**src/hdl/mips_isa_pkg.sv**
```systemverilog
// Instruction set view of the control unit
// Field widths, opcode and function codes, and the two decodings of a word
package mips_isa_pkg;

    // Field widths of a 32-bit instruction word
    localparam int OPCODE_W = 6;
    localparam int REG_W    = 5;
    localparam int SHAMT_W  = 5;
    localparam int FUNCT_W  = 6;
    localparam int IMM_W    = 16;

    // Opcodes kept by this unit
    typedef enum logic [OPCODE_W-1:0] {
        OP_RTYPE = 6'h00,
        OP_J     = 6'h02,
        OP_BEQ   = 6'h04,
        OP_BNE   = 6'h05,
        OP_ADDI  = 6'h08,
        OP_SLTI  = 6'h0A,
        OP_ANDI  = 6'h0C,
        OP_ORI   = 6'h0D,
        OP_LW    = 6'h23,
        OP_SW    = 6'h2B
    } opcode_t;

    // Function codes of the R-type ALU group
    typedef enum logic [FUNCT_W-1:0] {
        FN_ADD = 6'h20,
        FN_SUB = 6'h22,
        FN_AND = 6'h24,
        FN_OR  = 6'h25,
        FN_SLT = 6'h2A
    } funct_t;

    // Register format, opcode in the top bits
    typedef struct packed {
        logic [OPCODE_W-1:0] opcode;
        logic [REG_W-1:0]    rs;
        logic [REG_W-1:0]    rt;
        logic [REG_W-1:0]    rd;
        logic [SHAMT_W-1:0]  shamt;
        logic [FUNCT_W-1:0]  funct;
    } r_fmt_t;

    // Immediate format, shares opcode, rs and rt with the register format
    typedef struct packed {
        logic [OPCODE_W-1:0] opcode;
        logic [REG_W-1:0]    rs;
        logic [REG_W-1:0]    rt;
        logic [IMM_W-1:0]    imm;
    } i_fmt_t;

    // One instruction word, read either way
    typedef union packed {
        r_fmt_t r;
        i_fmt_t i;
    } instr_word_u;

endpackage

```
**src/hdl/ctrl_pkg.sv**
```systemverilog
// Control side of the unit
// Sequencer states, datapath selects and the control word
package ctrl_pkg;

    // States of the multicycle sequencer
    typedef enum logic [3:0] {
        IDLE            = 4'd0,
        FETCH           = 4'd1,
        DECODE          = 4'd2,
        EXECUTE         = 4'd3,
        WRITE_BACK      = 4'd4,
        ADDR_CALC       = 4'd5,
        MEM_READ        = 4'd6,
        MEM_WRITE       = 4'd7,
        LOAD_WRITE_BACK = 4'd8,
        BRANCH_TARGET   = 4'd9,
        BRANCH_COMPARE  = 4'd10,
        JUMP            = 4'd11,
        ILLEGAL         = 4'd12
    } ctrl_state_t;

    // Instruction classes, each with its own path after DECODE
    typedef enum logic [2:0] {
        CLS_R_ALU   = 3'd0,
        CLS_I_ALU   = 3'd1,
        CLS_LOAD    = 3'd2,
        CLS_STORE   = 3'd3,
        CLS_BRANCH  = 3'd4,
        CLS_JUMP    = 3'd5,
        CLS_ILLEGAL = 3'd6
    } instr_class_t;

    // ALU operations
    typedef enum logic [2:0] {
        ALU_ADD = 3'd0,
        ALU_SUB = 3'd1,
        ALU_AND = 3'd2,
        ALU_OR  = 3'd3,
        ALU_SLT = 3'd4
    } alu_op_t;

    // Second ALU operand
    typedef enum logic [1:0] {
        SRCB_REG         = 2'd0,
        SRCB_FOUR        = 2'd1,
        SRCB_IMM         = 2'd2,
        SRCB_IMM_SHIFTED = 2'd3
    } alu_src_b_t;

    // Next program counter source
    typedef enum logic [1:0] {
        PCSRC_ALU_RESULT = 2'd0,
        PCSRC_ALU_OUT    = 2'd1,
        PCSRC_JUMP       = 2'd2
    } pc_src_t;

    // Decoder result, held by the sequencer for the whole instruction
    typedef struct packed {
        instr_class_t instr_class;
        alu_op_t      alu_op;
        logic         branch_ne;
        // Destination is rd rather than rt
        logic         reg_dst_rd;
    } decoded_instr_t;

    // One control word for the datapath
    typedef struct packed {
        logic       pc_write;
        logic       ir_write;
        logic       iord;
        logic       mem_write;
        logic       mem_read;
        logic       reg_write;
        logic       reg_dst_rd;
        logic       mem_to_reg;
        logic       alu_src_a_reg;
        alu_src_b_t alu_src_b;
        alu_op_t    alu_op;
        pc_src_t    pc_src;
        logic       alu_out_latch;
        logic       branch;
        logic       branch_ne;
        logic       illegal;
    } ctrl_word_t;

endpackage

```
**src/hdl/instr_decoder.sv**
```systemverilog
`timescale 1ns/1ps

// Stage one of the control unit
module instr_decoder
(
    input  logic                      clk,
    input  logic                      reset,
    input  logic                      step,
    input  mips_isa_pkg::instr_word_u instr,
    output ctrl_pkg::decoded_instr_t  dec
);

    // Classification of the current word, before the register
    ctrl_pkg::decoded_instr_t dec_d;

    always_comb
    begin
        // Anything not matched below is reported as illegal
        dec_d.instr_class = ctrl_pkg::CLS_ILLEGAL;
        dec_d.alu_op      = ctrl_pkg::ALU_ADD;
        dec_d.branch_ne   = 1'b0;
        dec_d.reg_dst_rd  = 1'b0;

        // Opcode sits in the same bits in both views
        case (instr.i.opcode)
            mips_isa_pkg::OP_RTYPE:
            begin
                // R-type, operation comes from the function field
                case (instr.r.funct)
                    mips_isa_pkg::FN_ADD: dec_d.alu_op = ctrl_pkg::ALU_ADD;
                    mips_isa_pkg::FN_SUB: dec_d.alu_op = ctrl_pkg::ALU_SUB;
                    mips_isa_pkg::FN_AND: dec_d.alu_op = ctrl_pkg::ALU_AND;
                    mips_isa_pkg::FN_OR:  dec_d.alu_op = ctrl_pkg::ALU_OR;
                    mips_isa_pkg::FN_SLT: dec_d.alu_op = ctrl_pkg::ALU_SLT;
                    default:              dec_d.alu_op = ctrl_pkg::ALU_ADD;
                endcase
                case (instr.r.funct)
                    mips_isa_pkg::FN_ADD,
                    mips_isa_pkg::FN_SUB,
                    mips_isa_pkg::FN_AND,
                    mips_isa_pkg::FN_OR,
                    mips_isa_pkg::FN_SLT:
                    begin
                        dec_d.instr_class = ctrl_pkg::CLS_R_ALU;
                        // Only R-type writes to rd
                        dec_d.reg_dst_rd  = 1'b1;
                    end
                    default:
                    begin
                        // Unknown funct stays illegal
                        dec_d.instr_class = ctrl_pkg::CLS_ILLEGAL;
                    end
                endcase
            end
            mips_isa_pkg::OP_ADDI:
            begin
                dec_d.instr_class = ctrl_pkg::CLS_I_ALU;
            end
            mips_isa_pkg::OP_ANDI:
            begin
                dec_d.instr_class = ctrl_pkg::CLS_I_ALU;
                dec_d.alu_op      = ctrl_pkg::ALU_AND;
            end
            mips_isa_pkg::OP_ORI:
            begin
                dec_d.instr_class = ctrl_pkg::CLS_I_ALU;
                dec_d.alu_op      = ctrl_pkg::ALU_OR;
            end
            mips_isa_pkg::OP_SLTI:
            begin
                dec_d.instr_class = ctrl_pkg::CLS_I_ALU;
                dec_d.alu_op      = ctrl_pkg::ALU_SLT;
            end
            // Loads and stores add the offset to the base register
            mips_isa_pkg::OP_LW: dec_d.instr_class = ctrl_pkg::CLS_LOAD;
            mips_isa_pkg::OP_SW: dec_d.instr_class = ctrl_pkg::CLS_STORE;
            mips_isa_pkg::OP_BEQ,
            mips_isa_pkg::OP_BNE:
            begin
                // Both branches compare by subtraction
                dec_d.instr_class = ctrl_pkg::CLS_BRANCH;
                dec_d.alu_op      = ctrl_pkg::ALU_SUB;
                dec_d.branch_ne   = (instr.i.opcode == mips_isa_pkg::OP_BNE);
            end
            mips_isa_pkg::OP_J: dec_d.instr_class = ctrl_pkg::CLS_JUMP;
            default:
            begin
                dec_d.instr_class = ctrl_pkg::CLS_ILLEGAL;
            end
        endcase
    end

    // Result register, advances only on a step
    always_ff @(posedge clk or negedge reset)
    begin
        if (!reset)
        begin
            dec <= '0;
        end
        else if (step)
        begin
            dec <= dec_d;
        end
    end

endmodule

```
**src/hdl/control_sequencer.sv**
```systemverilog
`timescale 1ns/1ps

// Stage two of the control unit
// One state per stepped edge, one instruction at a time
module control_sequencer
(
    input  logic                     clk,
    input  logic                     reset,
    input  logic                     step,
    input  ctrl_pkg::decoded_instr_t dec,
    output ctrl_pkg::ctrl_state_t    state,
    output ctrl_pkg::decoded_instr_t dec_q
);

    ctrl_pkg::ctrl_state_t state_d;

    // Next state
    always_comb
    begin
        state_d = state;
        case (state)
            ctrl_pkg::IDLE:
            begin
                state_d = ctrl_pkg::FETCH;
            end
            ctrl_pkg::FETCH:
            begin
                state_d = ctrl_pkg::DECODE;
            end
            ctrl_pkg::DECODE:
            begin
                // Branch by class of the freshly decoded word
                case (dec.instr_class)
                    ctrl_pkg::CLS_R_ALU,
                    ctrl_pkg::CLS_I_ALU:  state_d = ctrl_pkg::EXECUTE;
                    ctrl_pkg::CLS_LOAD,
                    ctrl_pkg::CLS_STORE:  state_d = ctrl_pkg::ADDR_CALC;
                    ctrl_pkg::CLS_BRANCH: state_d = ctrl_pkg::BRANCH_TARGET;
                    ctrl_pkg::CLS_JUMP:   state_d = ctrl_pkg::JUMP;
                    default:              state_d = ctrl_pkg::ILLEGAL;
                endcase
            end
            ctrl_pkg::EXECUTE:
            begin
                state_d = ctrl_pkg::WRITE_BACK;
            end
            ctrl_pkg::ADDR_CALC:
            begin
                // Class was captured at DECODE
                if (dec_q.instr_class == ctrl_pkg::CLS_LOAD)
                begin
                    state_d = ctrl_pkg::MEM_READ;
                end
                else
                begin
                    state_d = ctrl_pkg::MEM_WRITE;
                end
            end
            ctrl_pkg::MEM_READ:
            begin
                state_d = ctrl_pkg::LOAD_WRITE_BACK;
            end
            ctrl_pkg::BRANCH_TARGET:
            begin
                state_d = ctrl_pkg::BRANCH_COMPARE;
            end
            // Last state of every path
            ctrl_pkg::WRITE_BACK,
            ctrl_pkg::LOAD_WRITE_BACK,
            ctrl_pkg::MEM_WRITE,
            ctrl_pkg::BRANCH_COMPARE,
            ctrl_pkg::JUMP,
            ctrl_pkg::ILLEGAL:
            begin
                state_d = ctrl_pkg::FETCH;
            end
            default:
            begin
                // Unused encodings recover through IDLE
                state_d = ctrl_pkg::IDLE;
            end
        endcase
    end

    // State register, held while step is low
    always_ff @(posedge clk or negedge reset)
    begin
        if (!reset)
        begin
            state <= ctrl_pkg::IDLE;
        end
        else if (step)
        begin
            state <= state_d;
        end
    end

    // Decoded instruction kept stable after DECODE while instr moves on
    always_ff @(posedge clk or negedge reset)
    begin
        if (!reset)
        begin
            dec_q <= '0;
        end
        else if (step && (state == ctrl_pkg::DECODE))
        begin
            dec_q <= dec;
        end
    end

endmodule

```
**src/hdl/control_word_gen.sv**
```systemverilog
`timescale 1ns/1ps

// Stage three of the control unit
// Registered control word per state, plus the PC enable
module control_word_gen
(
    input  logic                     clk,
    input  logic                     reset,
    input  logic                     step,
    input  logic                     zero,
    input  ctrl_pkg::ctrl_state_t    state,
    input  ctrl_pkg::decoded_instr_t dec_q,
    output ctrl_pkg::ctrl_word_t     ctrl,
    output logic                     pc_en
);

    ctrl_pkg::ctrl_word_t word_d;

    always_comb
    begin
        // Fields not set for a state stay low
        word_d = '0;
        case (state)
            ctrl_pkg::FETCH:
            begin
                // Load IR and compute PC + 4
                word_d.ir_write  = 1'b1;
                word_d.pc_write  = 1'b1;
                word_d.alu_src_b = ctrl_pkg::SRCB_FOUR;
                word_d.alu_op    = ctrl_pkg::ALU_ADD;
                word_d.pc_src    = ctrl_pkg::PCSRC_ALU_RESULT;
            end
            ctrl_pkg::DECODE:
            begin
                // Register file read into A
                word_d.alu_src_a_reg = 1'b1;
            end
            ctrl_pkg::EXECUTE:
            begin
                word_d.alu_src_a_reg = 1'b1;
                word_d.alu_out_latch = 1'b1;
                word_d.alu_op        = dec_q.alu_op;
                // R-type takes rt, I-type the immediate
                if (dec_q.instr_class == ctrl_pkg::CLS_R_ALU)
                begin
                    word_d.alu_src_b = ctrl_pkg::SRCB_REG;
                end
                else
                begin
                    word_d.alu_src_b = ctrl_pkg::SRCB_IMM;
                end
            end
            ctrl_pkg::WRITE_BACK:
            begin
                word_d.reg_write  = 1'b1;
                word_d.reg_dst_rd = dec_q.reg_dst_rd;
            end
            ctrl_pkg::ADDR_CALC:
            begin
                // Base plus offset
                word_d.alu_src_a_reg = 1'b1;
                word_d.alu_src_b     = ctrl_pkg::SRCB_IMM;
                word_d.alu_op        = ctrl_pkg::ALU_ADD;
                word_d.alu_out_latch = 1'b1;
            end
            ctrl_pkg::MEM_READ:
            begin
                word_d.iord     = 1'b1;
                word_d.mem_read = 1'b1;
            end
            ctrl_pkg::LOAD_WRITE_BACK:
            begin
                word_d.reg_write  = 1'b1;
                word_d.mem_to_reg = 1'b1;
            end
            ctrl_pkg::MEM_WRITE:
            begin
                word_d.iord      = 1'b1;
                word_d.mem_write = 1'b1;
            end
            ctrl_pkg::BRANCH_TARGET:
            begin
                // PC + 4 plus the word offset, held in ALUOut
                word_d.alu_src_b     = ctrl_pkg::SRCB_IMM_SHIFTED;
                word_d.alu_op        = ctrl_pkg::ALU_ADD;
                word_d.alu_out_latch = 1'b1;
            end
            ctrl_pkg::BRANCH_COMPARE:
            begin
                // rs minus rt, target taken from ALUOut
                word_d.alu_src_a_reg = 1'b1;
                word_d.alu_op        = ctrl_pkg::ALU_SUB;
                word_d.pc_src        = ctrl_pkg::PCSRC_ALU_OUT;
                word_d.branch        = 1'b1;
                word_d.branch_ne     = dec_q.branch_ne;
            end
            ctrl_pkg::JUMP:
            begin
                word_d.pc_write = 1'b1;
                word_d.pc_src   = ctrl_pkg::PCSRC_JUMP;
            end
            ctrl_pkg::ILLEGAL: word_d.illegal = 1'b1;
            default:
            begin
                word_d = '0;
            end
        endcase
    end

    // Word register, held while step is low
    always_ff @(posedge clk or negedge reset)
    begin
        if (!reset)
        begin
            ctrl <= '0;
        end
        else if (step)
        begin
            ctrl <= word_d;
        end
    end

    // Taken branch when zero differs from branch_ne
    assign pc_en = ctrl.pc_write | (ctrl.branch & (zero ^ ctrl.branch_ne));

endmodule

```
**src/hdl/control_unit.sv**
```systemverilog
`timescale 1ns/1ps

// Multicycle control unit
// Decoder, sequencer and word generator in a chain of registered stages
module control_unit
(
    input  logic                      clk,
    input  logic                      reset,
    input  logic                      step,
    input  mips_isa_pkg::instr_word_u instr,
    input  logic                      zero,
    output ctrl_pkg::ctrl_word_t      ctrl,
    output logic                      pc_en
);

    // Stage one to stage two
    ctrl_pkg::decoded_instr_t dec;
    // Stage two to stage three
    ctrl_pkg::ctrl_state_t    state;
    ctrl_pkg::decoded_instr_t dec_q;

    instr_decoder i_instr_decoder
    (
        .clk   (clk),
        .reset (reset),
        .step  (step),
        .instr (instr),
        .dec   (dec)
    );

    control_sequencer i_control_sequencer
    (
        .clk   (clk),
        .reset (reset),
        .step  (step),
        .dec   (dec),
        .state (state),
        .dec_q (dec_q)
    );

    control_word_gen i_control_word_gen
    (
        .clk   (clk),
        .reset (reset),
        .step  (step),
        .zero  (zero),
        .state (state),
        .dec_q (dec_q),
        .ctrl  (ctrl),
        .pc_en (pc_en)
    );

endmodule

```
**config.mk**
```make
export PLATFORM = sky130hd
export DESIGN_NAME = control_unit
export DESIGN_NICKNAME = d
export VERILOG_FILES = /design/src/hdl/mips_isa_pkg.sv /design/src/hdl/ctrl_pkg.sv /design/src/hdl/instr_decoder.sv /design/src/hdl/control_sequencer.sv /design/src/hdl/control_word_gen.sv /design/src/hdl/control_unit.sv
export SDC_FILE = /design/constraint.sdc
export NUM_CORES = 1
export LEC_CHECK = 0
export BUFFER_PORTS_ARGS = -buffer_cell sky130_fd_sc_hd__buf_4
export CAP_MARGIN = 0
export CORE_MARGIN = 3
export CORE_UTILIZATION = 50
export DETAILED_ROUTE_END_ITERATION = 12
export PLACE_DENSITY = 0.77
export SLEW_MARGIN = 30
export SYNTH_ARGS = -nofsm -noshare
export SYNTH_HDL_FRONTEND = slang
export SYNTH_SLANG_ARGS = --single-unit
```
**constraint.sdc**
```tcl
create_clock -name clk -period 1.83 [get_ports clk]
set_input_delay 0.0915 -clock clk [delete_from_list [all_inputs] [get_ports clk]]
set_output_delay 0.0915 -clock clk [all_outputs]
set_load 0.005 [all_outputs]
```
Word level (Yosys, flattened, before mapping)
Cells that the tools add are included.

storage, ports and cells
  output and inout port bits = 21
  flip-flop bits (word level) = 40
  input port bits = 36
  logic and storage cells = 102

cells by class
  reduce and logical (&&, ||, !) cells = 16
  mux-type cells = 26
  bitwise operators = 3
  eq/ne operators = 32

operators by type and width
  operator                                       number
  == test 6 bit, second input constant           7
  case mux 4 bit (7 select lines)                1
  == test 6 x 4 -> 1 bit, second input constant  4
  == test 4 bit, second input constant           5
  case mux 3 bit (6 select lines)                1
  == test 4 x 3 -> 1 bit, second input constant  4
  case mux 4 bit (4 select lines)                1
  two-way mux 1 bit                              15
  case mux 3 bit (5 select lines)                1
  == test 6 x 3 -> 1 bit, second input constant  2
  case mux 3 bit (4 select lines)                1
  OR reduction 2 bit                             6
  == test 3 x 2 -> 1 bit, second input constant  3
  == test 4 x 2 -> 1 bit, second input constant  2
  case mux 2 bit (4 select lines)                1
  OR reduction 4 bit                             2
  OR reduction 7 bit                             1
  == test 3 bit, second input constant           2
  == test 6 x 2 -> 1 bit, second input constant  1
  logical NOT 3 bit                              2
  logical NOT 6 bit                              1
  case mux 3 bit (2 select lines)                1
  OR reduction 5 bit                             1
  == test 4 x 1 -> 1 bit, second input constant  1
  10 further kinds                               11

Logic depth before layout (Yosys ltp)
  depth in word-level cells = 4
  depth in mapped cells = 5
  depth with buffers taken out = 4

Hierarchy
From an unflattened synthesis, not the netlist that was laid out.

unflattened totals
  cells, all modules = 218
  area, all modules = 2095.8 um^2

modules (own cells, without submodules)
  module             area each (um^2)  sequential area each (um^2)  times used  cells each
  control_word_gen   913.4             475.5                        1           98
  control_sequencer  629.4             300.3                        1           56
  instr_decoder      553.0             200.2                        1           64

Worst setup path after synthesis
OpenSTA, ideal clock, no wires.

  path type = reg-to-reg
  from = reg i_control_sequencer.state[1]
  to = reg, netlist name i_control_sequencer.dec_q[0]
  required time = 1705 ps
  library setup time = 125 ps
  path buffers = 1
  arrival time = 1297 ps
  slack = 409 ps
  period minus slack after synthesis = 1421 ps
  stages on the path, launching flop included = 5
  cells stage by stage = dfrtp_1 > clkbuf_1 > nor2b_1 > nand3_1 > mux2_2

between the ends
  cells in the longest elaborated chain, start to end = 2

RTL lines
  element                   RTL line                  source
  start: declaration        control_sequencer.sv:11   output ctrl_pkg::ctrl_state_t state,
  start signal: assignment  control_sequencer.sv:90   state <= ctrl_pkg::IDLE;
  start signal: assignment  control_sequencer.sv:94   state <= state_d;
  == test 4 x 2 -> 1 bit    control_sequencer.sv:105  else if (step && (state == ctrl_pkg::DECODE))
  logical AND 1 bit         control_sequencer.sv:105

Every way passes these cells.
A chain may end at the register's enable or synchronous reset.

Worst setup path after layout
  from = reg i_control_sequencer.state[3]
  to = reg, netlist name i_control_sequencer.dec_q[5]

between the ends
  cells in the longest elaborated chain, start to end = 2

RTL lines
  element                 RTL line
  == test 4 x 2 -> 1 bit  control_sequencer.sv:105
  logical AND 1 bit       control_sequencer.sv:105

Every way passes these cells.

==> qor.yml <==
power_and_ir_drop:
  power_density_nw_per_um2: 1180
  vdd_drop_max_uv: 421
  power.leakage_nw: 1.13
worst_setup_path:
  startpoint_type: "flop"
  crit_path_start: "i_control_sequencer.state[3]"
  critPathKind: "flop to flop"
  cp.arrival_ns: 1.71
  end_kind: "flop"
  cp_data_required_time_ns: 2.00
  r2r_start: "i_control_sequencer.state[3]"
  crit_fanout: 8
timing:
  finalMaxSlewViolations: 0
  slew_headroom_pct: 67.9
  setup_violations: 0
  clock_skew_ns: 0.00466
  min_period_over_period_pct: 84.3
  rsz0062_at_grt: "false"
  clock.fmax_ghz: 0.648
  worstMarginPinSlew_ns: 0.482
  period_minus_slack_ns: 1.54
  fin_hold_ws_ns: 0.138
  setup_tns_ns: 0
  hold_violations: 0
clock_network:
  h-tree-depth: 2
  clkTransAtPathRegs_ns: 0.07
  tritoncts: "built"
  clock_tree.buffer_depth: 2
  numCtsBuffers: 5
  clkLatencyLatePin_ns: 0.29
  clock-sinks: 39
  root_buffer: "clkbuf_8"
  cts_resized: 0
global_route:
  grt_usage_pct: 19.0
  grt_use_met3_pct: 4.38
  busiest_layer: "met2"
  use_met1_pct: 23.0
  grt_max_degree: 42
  grt_antenna_before_repair: 0
  grt_pass1_wl_mm: 6.58
  grt_pass1_vias: 1429
  grt_use_met2_pct: 32.5
  globalRouteOverflowTotal: 0
synthesis:
  syn-cell-area_um2: 1950
  ys_warn_count: 0
  yosys.cell_types.count: 48
  yosysTopAreaCell: "dfrtp_1"
  postSynthCellCount: 198
  ys.flop_type: "dfrtp_1"
  syn-num-nets: 234
  synth_edf_count: 0
  synth.avg_cell_area_um2: 9.86
  ys_ff_latch: 39
  synth_top_area_share_pct: 50.0
  yosys-top-cells-area: "dfrtp_1, mux2_2, o21ai_0"
  synthArstFlopShare_pct: 100
  ys_seq_area_share_pct: 50.0
floorplan:
  initial_utilization_pct: 52.6
  fp.dieW_um: 68.5
  core_um2: 3720
  die_h_um: 68.5
  die-area_um2: 4690
  io_pins: 57
  rows: 22
worst_hold_path:
  hold_path_startpoint: "instr[26]"
  hp-class: "input port to flop"
layout:
  nets: 272
  diodes: 0
  fillCellCount: 340
  syn_to_final_growth_pct: 22.0
  layout-drive-gt1-share_pct: 28.3
routing:
  via_per_inst: 5.51
  routed-via-count: 1571
  ant_nets: 0
  remaining_drc_errors: 0
  drt_iter0_drc: 90
  postRouteWirelength_mm: 3.98
  post_drt_wl_per_cell_um: 14.0
  detail_route.first_pass.iterations: 4
placement:
  gp_congestion: 0.822
  dp_hpwl_mm: 2.74
  portBuffers: 36
run:
  drv_cap: 0
outcome:
  status: "completed"
metal layers:
layer,vias to the layer above,wire [µm]
li1,782,-
met1,745,1770
met2,39,1960
met3,5,188
met4,0,63
met5,-,0
registers in the layout, indices dropped and copies added (netlist names):
register and cells:
i_control_sequencer.dec_q 8, i_instr_decoder.dec 8, i_control_word_gen.ctrl 19, i_control_sequencer.state 4
cells by family (layout without fill, tap and decap cells):
group	after synthesis	in the layout	synth area share (%)
AO/OA/AOI/OAI	56	56	19.4
flip-flops	39	39	50.0
XOR/XNOR	3	3	1.35
AND/OR/NAND/NOR	60	60	16.8
multiplexers	11	11	6.34
buffers and inverters	29	68	6.15
repair_timing:
action | in CTS | in global routing
hold buffers | 1 | 0
endpoints found under the hold margin | 39 | 0
buffers inserted | 0 | 0
cell type report:
cell class	count	area [µm²]	share of cell area, %
clock buffers	8	100	4.20
inverters	17	63.8	2.68
multi-input cells	130	857	36.0
flip-flops and latches	39	976	41.0
well taps	48	60.1	2.52
repair buffers	43	325	13.7
report_power, final:
| part | total, mW | switching (mW) | internal (mW) |
|---|---|---|---|
| Sequential | 1.16 | 0.112 | 1.05 |
| Clock | 0.622 | 0.279 | 0.344 |
| Combinational | 1.03 | 0.555 | 0.475 |
| Total | 2.82 | 0.945 | 1.87 |
cells in the final DEF (no fill, tap or decap), types with 2 or more instances in the layout:
master	netlist	final
a21o_1	3	3
a21oi_1	9	9
a22o_1	5	5
a31oi_1	2	2
a32oi_1	2	2
and3_1	2	2
buf_4	1	42
clkbuf_8	0	7
dfrtp_1	39	39
inv_1	16	16
mux2_2	11	11
nand2_1	12	12
nand2b_1	2	2
nand3_1	9	9
nand4_1	4	4
nor2_1	15	15
nor2b_1	5	5
o21ai_0	17	17
o2bb2ai_1	2	2
o41ai_1	2	2
or2_2	2	2
xor2_1	3	3
cell usage after synthesis, types with 2 or more instances:
cell       instances
dfrtp_1           39
o21ai_0           17
inv_1             16
nor2_1            15
nand2_1           12
mux2_2            11
a21oi_1            9
clkbuf_1           9
nand3_1            9
a22o_1             5
nor2b_1            5
nand4_1            4
a21o_1             3
xor2_1             3
a31oi_1            2
a32oi_1            2
and3_1             2
nand2b_1           2
o2bb2ai_1          2
o41ai_1            2
or2_2              2
critical path, cell delays in order, from the launching register on:
cell     delay, ns
dfrtp_1       0.39
nor2_1        0.24
nand3_1       0.39
mux2_2        0.40
worst paths after layout:
| check | end | slack (ns) | cells past startpoint |
|---|---|---|---|
| hold / removal | i_instr_decoder.dec[1] | 0.14 | 2 |
| hold reg to reg | i_instr_decoder.dec[0] | 0.48 | 2 |
| setup / recovery | i_control_sequencer.dec_q[5] | 0.29 | 3 |
| min in group asynchronous | i_control_word_gen.ctrl[9] | 0.31 | 2 |
| max in group asynchronous | i_control_word_gen.ctrl[3] | 1.18 | 2 |
| setup reg to reg | i_control_sequencer.dec_q[5] | 0.29 | 3 |
per-stage QoR:
stage	cell area (µm²)	std cells	power (mW)	setup slack [ns]	utilization, %
after CTS	2380	285	2.84	0.294	64.1
final	2380	285	2.82	0.287	64.1
after floorplan	1950	198	1.78	0.409	-
after detailed placement	2270	276	2.20	0.298	61.1
after global placement	2270	276	2.18	0.343	61.1
after global routing	2380	285	3.01	0.198	64.1
Note: power is estimated with default switching activity, not from simulation.
